<file path="src/soc_pkg.sv">
// ----------------------------------------
// Shared package for the memory subsystem
// Packed core bus structs, address map,
// register offsets and decoder states
// ----------------------------------------
`default_nettype none

package soc_pkg;

    // ----------------------------------------
    // Core bus, packed as the core drives it
    // ----------------------------------------
    typedef struct packed {
        logic [31:0] wdata;     // Write data
        logic [3:0]  wstrb;     // Byte lanes, zero for a read
        logic        valid;     // Access request
        logic [31:0] addr;      // Byte address
    } mem_fwd_t;                // 69 bits

    typedef struct packed {
        logic [31:0] rdata;     // Read data
        logic        ready;     // One-cycle completion
    } mem_ret_t;                // 33 bits

    // ----------------------------------------
    // Address map
    // ----------------------------------------
    localparam logic [31:0] RAM_BASE   = 32'h0000_0000;
    localparam logic [31:0] TIMER_BASE = 32'h1000_0000;
    localparam logic [31:0] IRQ_BASE   = 32'h1000_0100;

    // Word index inside a region, byte address bits 27..2
    localparam int WORD_AW = 26;

    typedef enum logic [1:0] {
        REGION_RAM   = 2'd0,
        REGION_TIMER = 2'd1,
        REGION_IRQ   = 2'd2,
        REGION_NONE  = 2'd3
    } region_t;

    // Timer register word offsets
    localparam logic [1:0] TMR_LOAD   = 2'd0;
    localparam logic [1:0] TMR_VALUE  = 2'd1;
    localparam logic [1:0] TMR_CTRL   = 2'd2;
    localparam logic [1:0] TMR_STATUS = 2'd3;

    // Interrupt controller word offsets
    localparam logic [1:0] IRQ_PENDING = 2'd0;
    localparam logic [1:0] IRQ_MASK    = 2'd1;
    localparam logic [1:0] IRQ_STATE   = 2'd2;

    localparam logic [31:0] LEVEL_IRQ_MASK = 32'h0000_FFFF;  // Flags 15..0 are levels
    localparam int          TIMER_IRQ_BIT  = 0;              // Timer joins the vector here

    // Decoder sequencer
    typedef enum logic [1:0] {
        IDLE    = 2'd0,
        ACCESS  = 2'd1,
        RESPOND = 2'd2
    } dec_state_t;

endpackage

`default_nettype wire
</file>
<file path="src/mem_bus_if.sv">
// ----------------------------------------
// Native valid/ready memory bus
// Core side and fabric side modports
// ----------------------------------------
`timescale 1ns/1ps
`default_nettype none

interface mem_bus_if;

    logic        valid;     // Held until ready is seen
    logic        ready;     // High one cycle per access
    logic [31:0] addr;
    logic [31:0] wdata;
    logic [3:0]  wstrb;     // Nonzero means write
    logic [31:0] rdata;

    // Request side, fed from the core bus
    modport cpu (
        output valid,
        output addr,
        output wdata,
        output wstrb,
        input  ready,
        input  rdata
    );

    // Response side, the decoder
    modport fabric (
        input  valid,
        input  addr,
        input  wdata,
        input  wstrb,
        output ready,
        output rdata
    );

endinterface

`default_nettype wire

</file>
<file path="src/cpu_port.sv">
// ----------------------------------------
// Core port, packed bus to native bus
// Interrupt flag edge conditioning
// ----------------------------------------
`timescale 1ns/1ps
`default_nettype none

module cpu_port (
    input  wire                clk,
    input  wire                reset,
    input  wire soc_pkg::mem_fwd_t fwd,     // From core
    output soc_pkg::mem_ret_t  ret,         // To core
    mem_bus_if.cpu             bus,
    input  wire  [31:0]        irq_flags,
    output logic [31:0]        irq_level,
    output logic [31:0]        irq_rise
);

    logic [31:0] flags_q;   // Flags one cycle ago

    // ----------------------------------------
    // Bus unpack and pack
    // ----------------------------------------
    assign bus.valid = fwd.valid;
    assign bus.addr  = fwd.addr;
    assign bus.wdata = fwd.wdata;
    assign bus.wstrb = fwd.wstrb;

    assign ret.rdata = bus.rdata;
    assign ret.ready = bus.ready;

    // ----------------------------------------
    // Interrupt flags
    // ----------------------------------------
    always_ff @(posedge clk) begin
        if (reset) begin
            flags_q <= '0;
        end else begin
            flags_q <= irq_flags;
        end
    end

    // Lower half passes straight through as levels
    assign irq_level = irq_flags & soc_pkg::LEVEL_IRQ_MASK;

    // Upper half, high now and low last cycle
    assign irq_rise = irq_flags & ~flags_q & ~soc_pkg::LEVEL_IRQ_MASK;

endmodule

`default_nettype wire

</file>
<file path="src/flat_wrapper.sv">
// flat-port wrapper written by rule: the top's interface ports become plain ports
module cpu_port_flat 
  (clk, reset, fwd, ret, irq_flags, irq_level, irq_rise, bus_valid, bus_addr, bus_wdata, bus_wstrb, bus_ready, bus_rdata);
  mem_bus_if bus_i ();
  input  wire clk;
  input  wire reset;
  input  wire soc_pkg::mem_fwd_t fwd;
  output soc_pkg::mem_ret_t ret;
  input  wire  [31:0] irq_flags;
  output logic [31:0] irq_level;
  output logic [31:0] irq_rise;
  output wire logic [$bits(bus_i.valid)-1:0] bus_valid;
  output wire logic [$bits(bus_i.addr)-1:0] bus_addr;
  output wire logic [$bits(bus_i.wdata)-1:0] bus_wdata;
  output wire logic [$bits(bus_i.wstrb)-1:0] bus_wstrb;
  input wire logic [$bits(bus_i.ready)-1:0] bus_ready;
  input wire logic [$bits(bus_i.rdata)-1:0] bus_rdata;
  assign bus_valid = bus_i.valid;
  assign bus_addr = bus_i.addr;
  assign bus_wdata = bus_i.wdata;
  assign bus_wstrb = bus_i.wstrb;
  assign bus_i.ready = bus_ready;
  assign bus_i.rdata = bus_rdata;
  cpu_port u_core (.clk(clk), .reset(reset), .fwd(fwd), .ret(ret), .bus(bus_i), .irq_flags(irq_flags), .irq_level(irq_level), .irq_rise(irq_rise));
endmodule
</file>
<file path="config.mk">
export PLATFORM = sky130hd
export DESIGN_NAME = cpu_port_flat
export DESIGN_NICKNAME = d
export VERILOG_FILES = /design/src/soc_pkg.sv /design/src/mem_bus_if.sv /design/src/cpu_port.sv /design/src/flat_wrapper.sv
export SDC_FILE = /design/constraint.sdc
export NUM_CORES = 1
export LEC_CHECK = 0
export ABC_CLOCK_PERIOD_IN_PS = 800
export BUFFER_PORTS_ARGS = -buffer_cell sky130_fd_sc_hd__buf_2
export CAP_MARGIN = 20
export CORE_AREA = 2 2 117 119
export DETAILED_ROUTE_END_ITERATION = 8
export DIE_AREA = 0 0 119 121
export GPL_TIMING_DRIVEN = 0
export SLEW_MARGIN = 10
export SYNTH_ARGS = -nofsm -noshare
export SYNTH_HDL_FRONTEND = slang
export SYNTH_SLANG_ARGS = --single-unit
</file>
<file path="constraint.sdc">
create_clock -name clk -period 0.8 [get_ports clk]
set_clock_uncertainty 0.1 [all_clocks]
set_input_delay 0.08 -clock clk [delete_from_list [all_inputs] [get_ports clk]]
set_output_delay 0.08 -clock clk [all_outputs]
set_load 0.005 [all_outputs]
</file>
After elaboration in Yosys (flattened, before gate mapping). Cells that the tools add are included.

Flip-flop bits (word level): 32. Input port bits: 136. Word-level logic and storage cells: 3.

Bitwise operators: 2.

Operators with widths (number): $and A32 B32 Y32 (1); $not A32 Y32 (1).

Logic depth before layout (Yosys ltp). Gate-level depths: netlist of run 1.

Word-level depth: 2. Mapped depth: 2. Mapped depth without buffers: 1.

Least setup slack after synthesis of run 1. OpenSTA, ideal clock, no wires.

Path kind: flip-flop to output port. From: reg u_core.flags_q[16]. To: out irq_rise[16]. Data arrival time: 0.396 ns. Data required time: 0.620 ns. Setup slack: 0.224 ns. Stages on the path, launching flop included: 2. Path buffers: 0. Path through: dfxtp_1 nor2b_1.

Cells in the longest elaborated chain, start to end: 2.

Ends and longest elaborated chain: start, declared (line cpu_port.sv:19) `logic [31:0] flags_q;`; start signal, assigned (line cpu_port.sv:39) `flags_q <= irq_flags;`; $not A32 Y32 (line cpu_port.sv:47) `assign irq_rise = irq_flags & ~flags_q & ~soc_pkg::LEVEL_IRQ_MASK;`; $and A32 B32 Y32 (line cpu_port.sv:47); end, declared (line flat_wrapper.sv:11) `output logic [31:0] irq_rise;`.

Every way passes these cells.

Final worst setup path of run 1.
From: reg u_core.flags_q[23]. To: out irq_rise[23].

The elaborated chain is that of the path after synthesis.

==> results.toml, run 1 <==
[critical_path]
cp_top_family = "flip-flops"
worst-endpoint-required_ps = 620
critPathSlowestCell = "dfxtp_2"
cp_num_buf_inv = 1
cpPeakStageDelay_ps = 310
path_cells = "nor2b_2 > buf_2"
start_kind = "flop"
critPathKind = "flop to output pin"
endpoint_kind = "output pin"
cp_max_fo = 1
arrival_ps = 790

[die]
initial_utilization_pct = 12.95
die_area_um2 = 14400
fp-row-count = 42
dieHeight_um = 121
core-area_um2 = 13090
ioPinCount = 302
die_w_um = 119

[power_and_ir_drop]
p_leak_nw = 1.757
total_power_mw = 3.102
ir_drop_uv = 725.9
powerDensity_nw_per_um2 = 1067

[synth]
synth_top_area_share_pct = 66.47
syn_avg_cell_area_um2 = 8.471
postSynthCellCount = 200
yosysSeqAreaShare_pct = 18.91
netlist_top_cells_area = "buf_4, dfxtp_1, nor2b_1"
yosys_warnings = 0
netlist_area_um2 = 1694
ys_ff_latch = 16
yosysTopAreaCell = "buf_4"
ys_types = 7

[layout]
post-route-util_pct = 22.22
fillCellCount = 1465
drive_gt1_share_pct = 83.25
diodes = 0
area_growth_pct = 71.64
nNetsFinal = 525
largest_register_ffs = 16
fin_cells = 564
reg.largest.list = "u_core.flags_q: 16 flops"
regMostFlops = "u_core.flags_q"

[sta]
hold_ws_ps = -51.07
finalMaxSlewViolations = 0
worst_slack_ps = -168.2
fin_crit_ps = 968.2
max_freq_mhz = 1033
setup_violations = 16
final_hold_viol_count = 14
fin_setup_tns_ps = -2282
rsz0062_at_grt = "yes"
finalCritPeriodShare_pct = 121.0

[clocking]
cts_hold_buf = 2
cts_sinks = 16
cts-root-buf = "clkbuf_16"
cts_buffers = 3
clkSlewWorstSetupHoldPaths_ps = 60
cts_setup_buffers = 0
cts_tree = "yes"
clk_path_buf_depth = 2
cts_max_level = 1

[detailed_routing]
ant_nets = 0
wl_um = 4947
vias_per_cell = 2.832
drt_iter0_markers = 16
drcViolationCount = 0
vias = 1597
first_pass_iters = 2
drt-wirelength-per-cell_um = 8.771

[hold_path]
hold_path_end = "u_core.flags_q[19]"
hold_path_depth = 2
min_from = "irq_flags[19]"
hold_class = "input port to flop"

[grt]
antenna_found_initial = 1
grt_pass1_vias = 1278
grt_first_pass_wirelength_um = 6292
grtUsageTotal_pct = 5.630
grt_start_max_net_pins = 11
grt_overflow = 0

[run_status]
status = "finished with violations"
violations = "negative hold slack, negative setup slack"

[placement]
place.gp.congestion = 0.6869
dp_slack_ps = 44.47
placed_cells = 558
portBuffers = 151

[job]
maxCapViolCount = 0
through the flow:
step           area [µm²]  hold WS [ps]
3_5_place_dp         2786         208.8
5_1_grt              2908        -47.46
2_1_floorplan        1810         108.2
3_3_place_gp         2786         200.1
4_1_cts              2895        -55.06
6_report             2908        -51.07
where the power goes:
part | leakage, nW | total (mW) | internal (mW) | switching [mW]
logic | 1.58 | 1.13 | 0.782 | 0.347
registers | 0.134 | 0.854 | 0.841 | 0.0123
clock network | 0.0442 | 1.12 | 0.761 | 0.358
total | 1.76 | 3.10 | 2.39 | 0.717
synth_stat cells, drive strengths merged:
library cell,number
buf,151
nor2b,26
dfxtp,16
and2b,6
conb,1
worst max-delay path by stage:
stage / from / end / cells after the start
4_1_cts: u_core.flags_q[23] / irq_rise[23] / 2
6_report: u_core.flags_q[23] / irq_rise[23] / 2
3_5_place_dp: u_core.flags_q[23] / irq_rise[23] / 2
5_1_grt: u_core.flags_q[30] / irq_rise[30] / 2
2_1_floorplan: u_core.flags_q[16] / irq_rise[16] / 1
3_3_place_gp: u_core.flags_q[23] / irq_rise[23] / 2
kinds of logic after synthesis:
logic type	share of synthesized area, %
DFF	18.91
buffers and inverters	67.13
other	0.2214
and+or+nand+nor	13.74
what timing repair did:
item / CTS / global route
hold endpoints to repair: 16 / 14
pin swaps: 0 / 0
setup endpoints to repair: 16 / 18
resized for setup: 0 / 6
cell usage in the layout, fill, tap and decap left out:
cell	instances
buf_2	151
buf_4	150
conb_1	32
nor2b_1	17
dfxtp_1	14
nor2b_2	9
and2b_2	6
clkbuf_16	3
dlymetal6s4s_1	2
dfxtp_2	2
buf_6	1
clkbuf_8	1
per-layer routing:
layer	wire [µm]	GRT usage [%]
met3	740	2.538
met2	2768	11.60
met5	13	0
met4	8	0.8929
met1	1416	5.019
cell type report:
cell class	count	area, µm²	share of cell area [%]
repair buffers	153	780.7	26.85
clock buffers	4	88.84	3.055
well taps	176	220.2	7.573
flip-flops and latches	16	322.8	11.10
multi-input cells	64	357.8	12.31
plain buffers	151	1137	39.11
No activity file was read; power rests on OpenSTA's default activity.
==> inputs of run 2 (changes only) <==
--- a/config.mk
+++ b/config.mk
@@ -14,2 +14,3 @@
 export GPL_TIMING_DRIVEN = 0
+export RECOVER_POWER = 50
 export SLEW_MARGIN = 10
--- a/constraint.sdc
+++ b/constraint.sdc
@@ -4,2 +4,2 @@
 set_output_delay 0.08 -clock clk [all_outputs]
-set_load 0.005 [all_outputs]
+set_load 0.02 [all_outputs]
==> run 2 against run 1 <==
  * The flow still finishes with violations (negative hold slack, negative setup slack)
  * Worst setup slack got worse by 27 ps
  * Die area did not move
  * Fmax fell by 2.7%
  * Utilization fell by 0.086 points
  * Critical endpoint is now irq_rise[20]
  * Sequential power barely moved
  * Critical path depth did not move
  * Global-route usage barely moved
  * Clock-buffer cell count did not move
  * Non-clock buffer count did not move
==> results.toml, run 2 (synthesis gave the netlist of run 1 again) <==
[clocking]
cts_max_level = 1
cts_hold_buf = 2
clk_path_buf_depth = 2
cts_tree = "yes"
cts-root-buf = "clkbuf_16"
clkSlewWorstSetupHoldPaths_ps = 50
cts_setup_buffers = 0
cts_sinks = 16
cts_buffers = 3

[power_and_ir_drop]
powerDensity_nw_per_um2 = 1258
seqPwrFrac_pct = 23.5
pwr-share-comb_pct = 45.8
p_clk_share_pct = 30.7
intPower_mw = 2.398
ir_drop_uv = 732.6
p_leak_nw = 1.631
p_switching_mw = 1.245
swShare_pct = 34.17

[critical_path]
start_kind = "flop"
worst-endpoint-required_ps = 620
critPathSlowestCell = "dfxtp_1"
path_cells = "nor2b_1 > buf_4"
cpPeakStageDelay_ps = 290
cp_max_fo = 1
critPathKind = "flop to output pin"
arrival_ps = 810
endpoint_kind = "output pin"

[die]
die_w_um = 119
initial_utilization_pct = 12.95
die_area_um2 = 14400
ioPinCount = 302
fp-row-count = 42
core-area_um2 = 13090
dieHeight_um = 121

[sta]
final_hold_viol_count = 14
max_freq_mhz = 1005
finalMaxSlewViolations = 0
fin_setup_tns_ps = -2899
worst_slack_ps = -194.8
finalCritPeriodShare_pct = 124.4
rsz0062_at_grt = "yes"
hold_ws_ps = -51.19
fin_crit_ps = 994.8
setup_violations = 16

[placement]
placed_cells = 558
portBuffers = 151
dpl_cell_area_um2 = 2786
place.gp.congestion = 0.6869

[detailed_routing]
vias = 1601
drcViolationCount = 0
wl_um = 5015
vias_per_cell = 2.839
drt_iter0_markers = 16
ant_nets = 0
first_pass_iters = 2
drt-wirelength-per-cell_um = 8.892

[grt]
grt_start_max_net_pins = 11
grt_first_pass_wirelength_um = 6334
grtUsageTotal_pct = 5.660
grt_pass1_vias = 1287
grt_overflow = 0
antenna_found_initial = 1

[layout]
area_growth_pct = 70.97
drive_gt1_share_pct = 70.88
final_common_cell = "buf_4"
reg.largest.list = "u_core.flags_q: 16 flops"
post-route-util_pct = 22.14
nNetsFinal = 525
final_cell_mix = "buf_4, buf_2, clkbuf_1"
stdcell_area_um2 = 2897
fin_cells = 564
regMostFlops = "u_core.flags_q"
diodes = 0
largest_register_ffs = 16

[job]
maxCapViolCount = 0

[run_status]
violations = "negative hold slack, negative setup slack"
status = "finished with violations"

[hold_path]
hold_class = "input port to flop"
[run 2: changes by cell type in the layout (fill, tap and decap cells not counted), sizes merged]
cell    change
buf        -52
clkbuf     +52
[run 2: timing repair]
item / in CTS / in global routing
cloned: 0 / 0
pin swaps: 0 / 0
resized for setup: 20 / 9
setup endpoints to repair: 16 / 18
endpoints found under the hold margin: 16 / 14
[run 2: path summary, 6_finish.rpt]
check	from	slack, ps	endpoint	cells past startpoint
worst min-delay path	irq_flags[19]	-50	u_core.flags_q[19]	2
worst max-delay path	u_core.flags_q[20]	-190	irq_rise[20]	2
[run 2: routing by layer]
layer | track usage [%] | part of all wire (%) | vias up
met5 | 0 | 0.26 | -
met4 | 0.8929 | 0.16 | 2
met3 | 2.538 | 15 | 4
met2 | 11.64 | 55 | 163
met1 | 5.076 | 29 | 640
li1 | - | - | 792
[run 2: metrics by stage]
stage | total power [mW] | hold slack [ps] | worst slack (ps)
6_report | 3.643 | -51.19 | -194.8
5_1_grt | 3.846 | -41.70 | -257.9
4_1_cts | 3.746 | -54.66 | -209.6
3_3_place_gp | 2.524 | 200.1 | -5.433
2_1_floorplan | 2.132 | 108.2 | 31.04
3_5_place_dp | 2.533 | 208.8 | -6.110
[run 2: critical path: cells and delay by family (launching register included)]
kind,cells,cell delay [ps]
buffers and inverters,1,160
and+or+nand+nor,1,120
DFF,1,290
[run 2: power by group through the flow]
stage / clock network (mW) / registers (mW) / logic (mW)
after floorplan: 0 / 0.865 / 1.27
after global placement: 0 / 0.868 / 1.66
after detailed placement: 0 / 0.868 / 1.66
after CTS: 1.18 / 0.854 / 1.71
after global routing: 1.22 / 0.862 / 1.77
final: 1.12 / 0.856 / 1.67
[run 2: area by class of cell]
cell class | instances | area [µm²]
multi-input cells | 64 | 367.9
plain buffers | 151 | 1131
fillers | 1500 | 10190
flip-flops and latches | 16 | 325.3
repair buffers | 153 | 763.2
clock buffers | 4 | 88.84
well taps | 176 | 220.2
==> inputs of run 3 (changes only) <==
- CELL_PAD_IN_SITES_DETAIL_PLACEMENT: not set -> 1
- CELL_PAD_IN_SITES_GLOBAL_PLACEMENT: not set -> 1
- PLACE_DENSITY_LB_ADDON: not set -> 0.1
==> run 3 against run 2 <==
  * The run still ends with negative hold slack, negative setup slack left
  * Final cell count unchanged
  * Die area unchanged
  * Clock power about the same
  * First-iteration DRC count decreased by 13%
  * Wire length increased by 15%
  * Fmax decreased by 1.1%
  * Sequential power about the same
  * Critical path type unchanged
  * Highest routed layer is now met4
==> results.toml, run 3 (synthesis gave the netlist of run 1 again) <==
[run_status]
status = "finished with violations"
violations = "negative hold slack, negative setup slack"

[detailed_routing]
wl_um = 5756
vias_per_cell = 2.940
vias = 1658
drt-wirelength-per-cell_um = 10.21
ant_nets = 0
drt_iter0_markers = 14
first_pass_iters = 4
drcViolationCount = 0

[die]
core-area_um2 = 13090
fp-row-count = 42
dieHeight_um = 121
ioPinCount = 302
die_area_um2 = 14400
die_w_um = 119
initial_utilization_pct = 12.95

[grt]
grt_start_max_net_pins = 11
grt_first_pass_wirelength_um = 7783
antenna_found_initial = 0
grt_pass1_vias = 1534
grt_overflow = 0
grtUsageTotal_pct = 6.820

[placement]
portBuffers = 151
dpl_cell_area_um2 = 2786
place.gp.congestion = 0.6160
placed_cells = 558
hpwlAfterDp_um = 5227
dp_slack_ps = 23.50

[layout]
stdcell_area_um2 = 2884
area_growth_pct = 70.24
final_common_cell = "buf_4"
regMostFlops = "u_core.flags_q"
fin_cells = 564
nNetsFinal = 525
drive_gt1_share_pct = 70.10
largest_register_ffs = 16
fillCellCount = 1669
final_cell_mix = "buf_4, buf_2, clkbuf_1"
diodes = 0
post-route-util_pct = 22.04
reg.largest.list = "u_core.flags_q: 16 flops"

[sta]
rsz0062_at_grt = "yes"
setup_violations = 16
max_freq_mhz = 994.2
fin_crit_ps = 1006
fin_setup_tns_ps = -2860
finalMaxSlewViolations = 0
finalCritPeriodShare_pct = 125.7
worst_slack_ps = -205.8
final_hold_viol_count = 14
hold_ws_ps = -51.32

[clocking]
cts_setup_buffers = 0
cts_max_level = 1
cts-root-buf = "clkbuf_16"
cts_buffers = 3
cts_hold_buf = 2
cts_sinks = 16
clkSlewWorstSetupHoldPaths_ps = 50
cts_tree = "yes"
clk_path_buf_depth = 2

[power_and_ir_drop]
powerDensity_nw_per_um2 = 1264
total_power_mw = 3.645
p_leak_nw = 1.621
ir_drop_uv = 770.3

[critical_path]
path_cells = "nor2b_1 > buf_4"
arrival_ps = 830
cpPeakStageDelay_ps = 290
endpoint_kind = "output pin"
critPathKind = "flop to output pin"
worst-endpoint-required_ps = 620
critPathSlowestCell = "dfxtp_1"
cp_max_fo = 1
start_kind = "flop"

[hold_path]
hold_class = "input port to flop"

[job]
maxCapViolCount = 0
[run 3: changes by cell type in the layout (fill, tap and decap cells not counted), sizes merged]
cell,previous run,this run
clkbuf,56,58
buf,250,248
[run 3: cell type report]
class | count | area [µm²] | area share, %
buffer | 151 | 1134 | 39.31
timing repair buffer | 153 | 758.2 | 26.29
multi-input combinational | 64 | 357.8 | 12.41
sequential | 16 | 325.3 | 11.28
tap | 176 | 220.2 | 7.636
clock buffer | 4 | 88.84 | 3.080
[run 3: layer usage]
metal / vias up / global-route usage (%) / part of all wire [%] / routed length (µm)
li1: 798 / - / - / -
met1: 699 / 5.625 / 26 / 1500
met2: 159 / 14.69 / 60 / 3429
met3: 2 / 3.383 / 14 / 817
met4: 0 / 0.4464 / 0.16 / 9
met5: - / 0 / 0 / 0
[run 3: worst paths after layout]
kind | to | cells past startpoint | slack [ps] | start
hold / removal | u_core.flags_q[20] | 2 | -50 | irq_flags[20]
setup / recovery | irq_rise[24] | 2 | -210 | u_core.flags_q[24]
[run 3: power by group]
group | internal (mW) | switching [mW]
sequential | 0.842 | 0.0116
clock | 0.761 | 0.352
combinational | 0.789 | 0.889
[run 3: worst max-delay path: cells and delay by family, from the launching register on]
kind | cells | cell delay, ps
buffers and inverters | 1 | 160
AND/OR/NAND/NOR | 1 | 130
flip-flops | 1 | 290
[run 3: what timing repair did]
item                                    4_1_cts  5_1_grt
endpoints found under the hold margin        16       13
endpoints found under the setup margin       16       18
gates resized for setup                      16        9
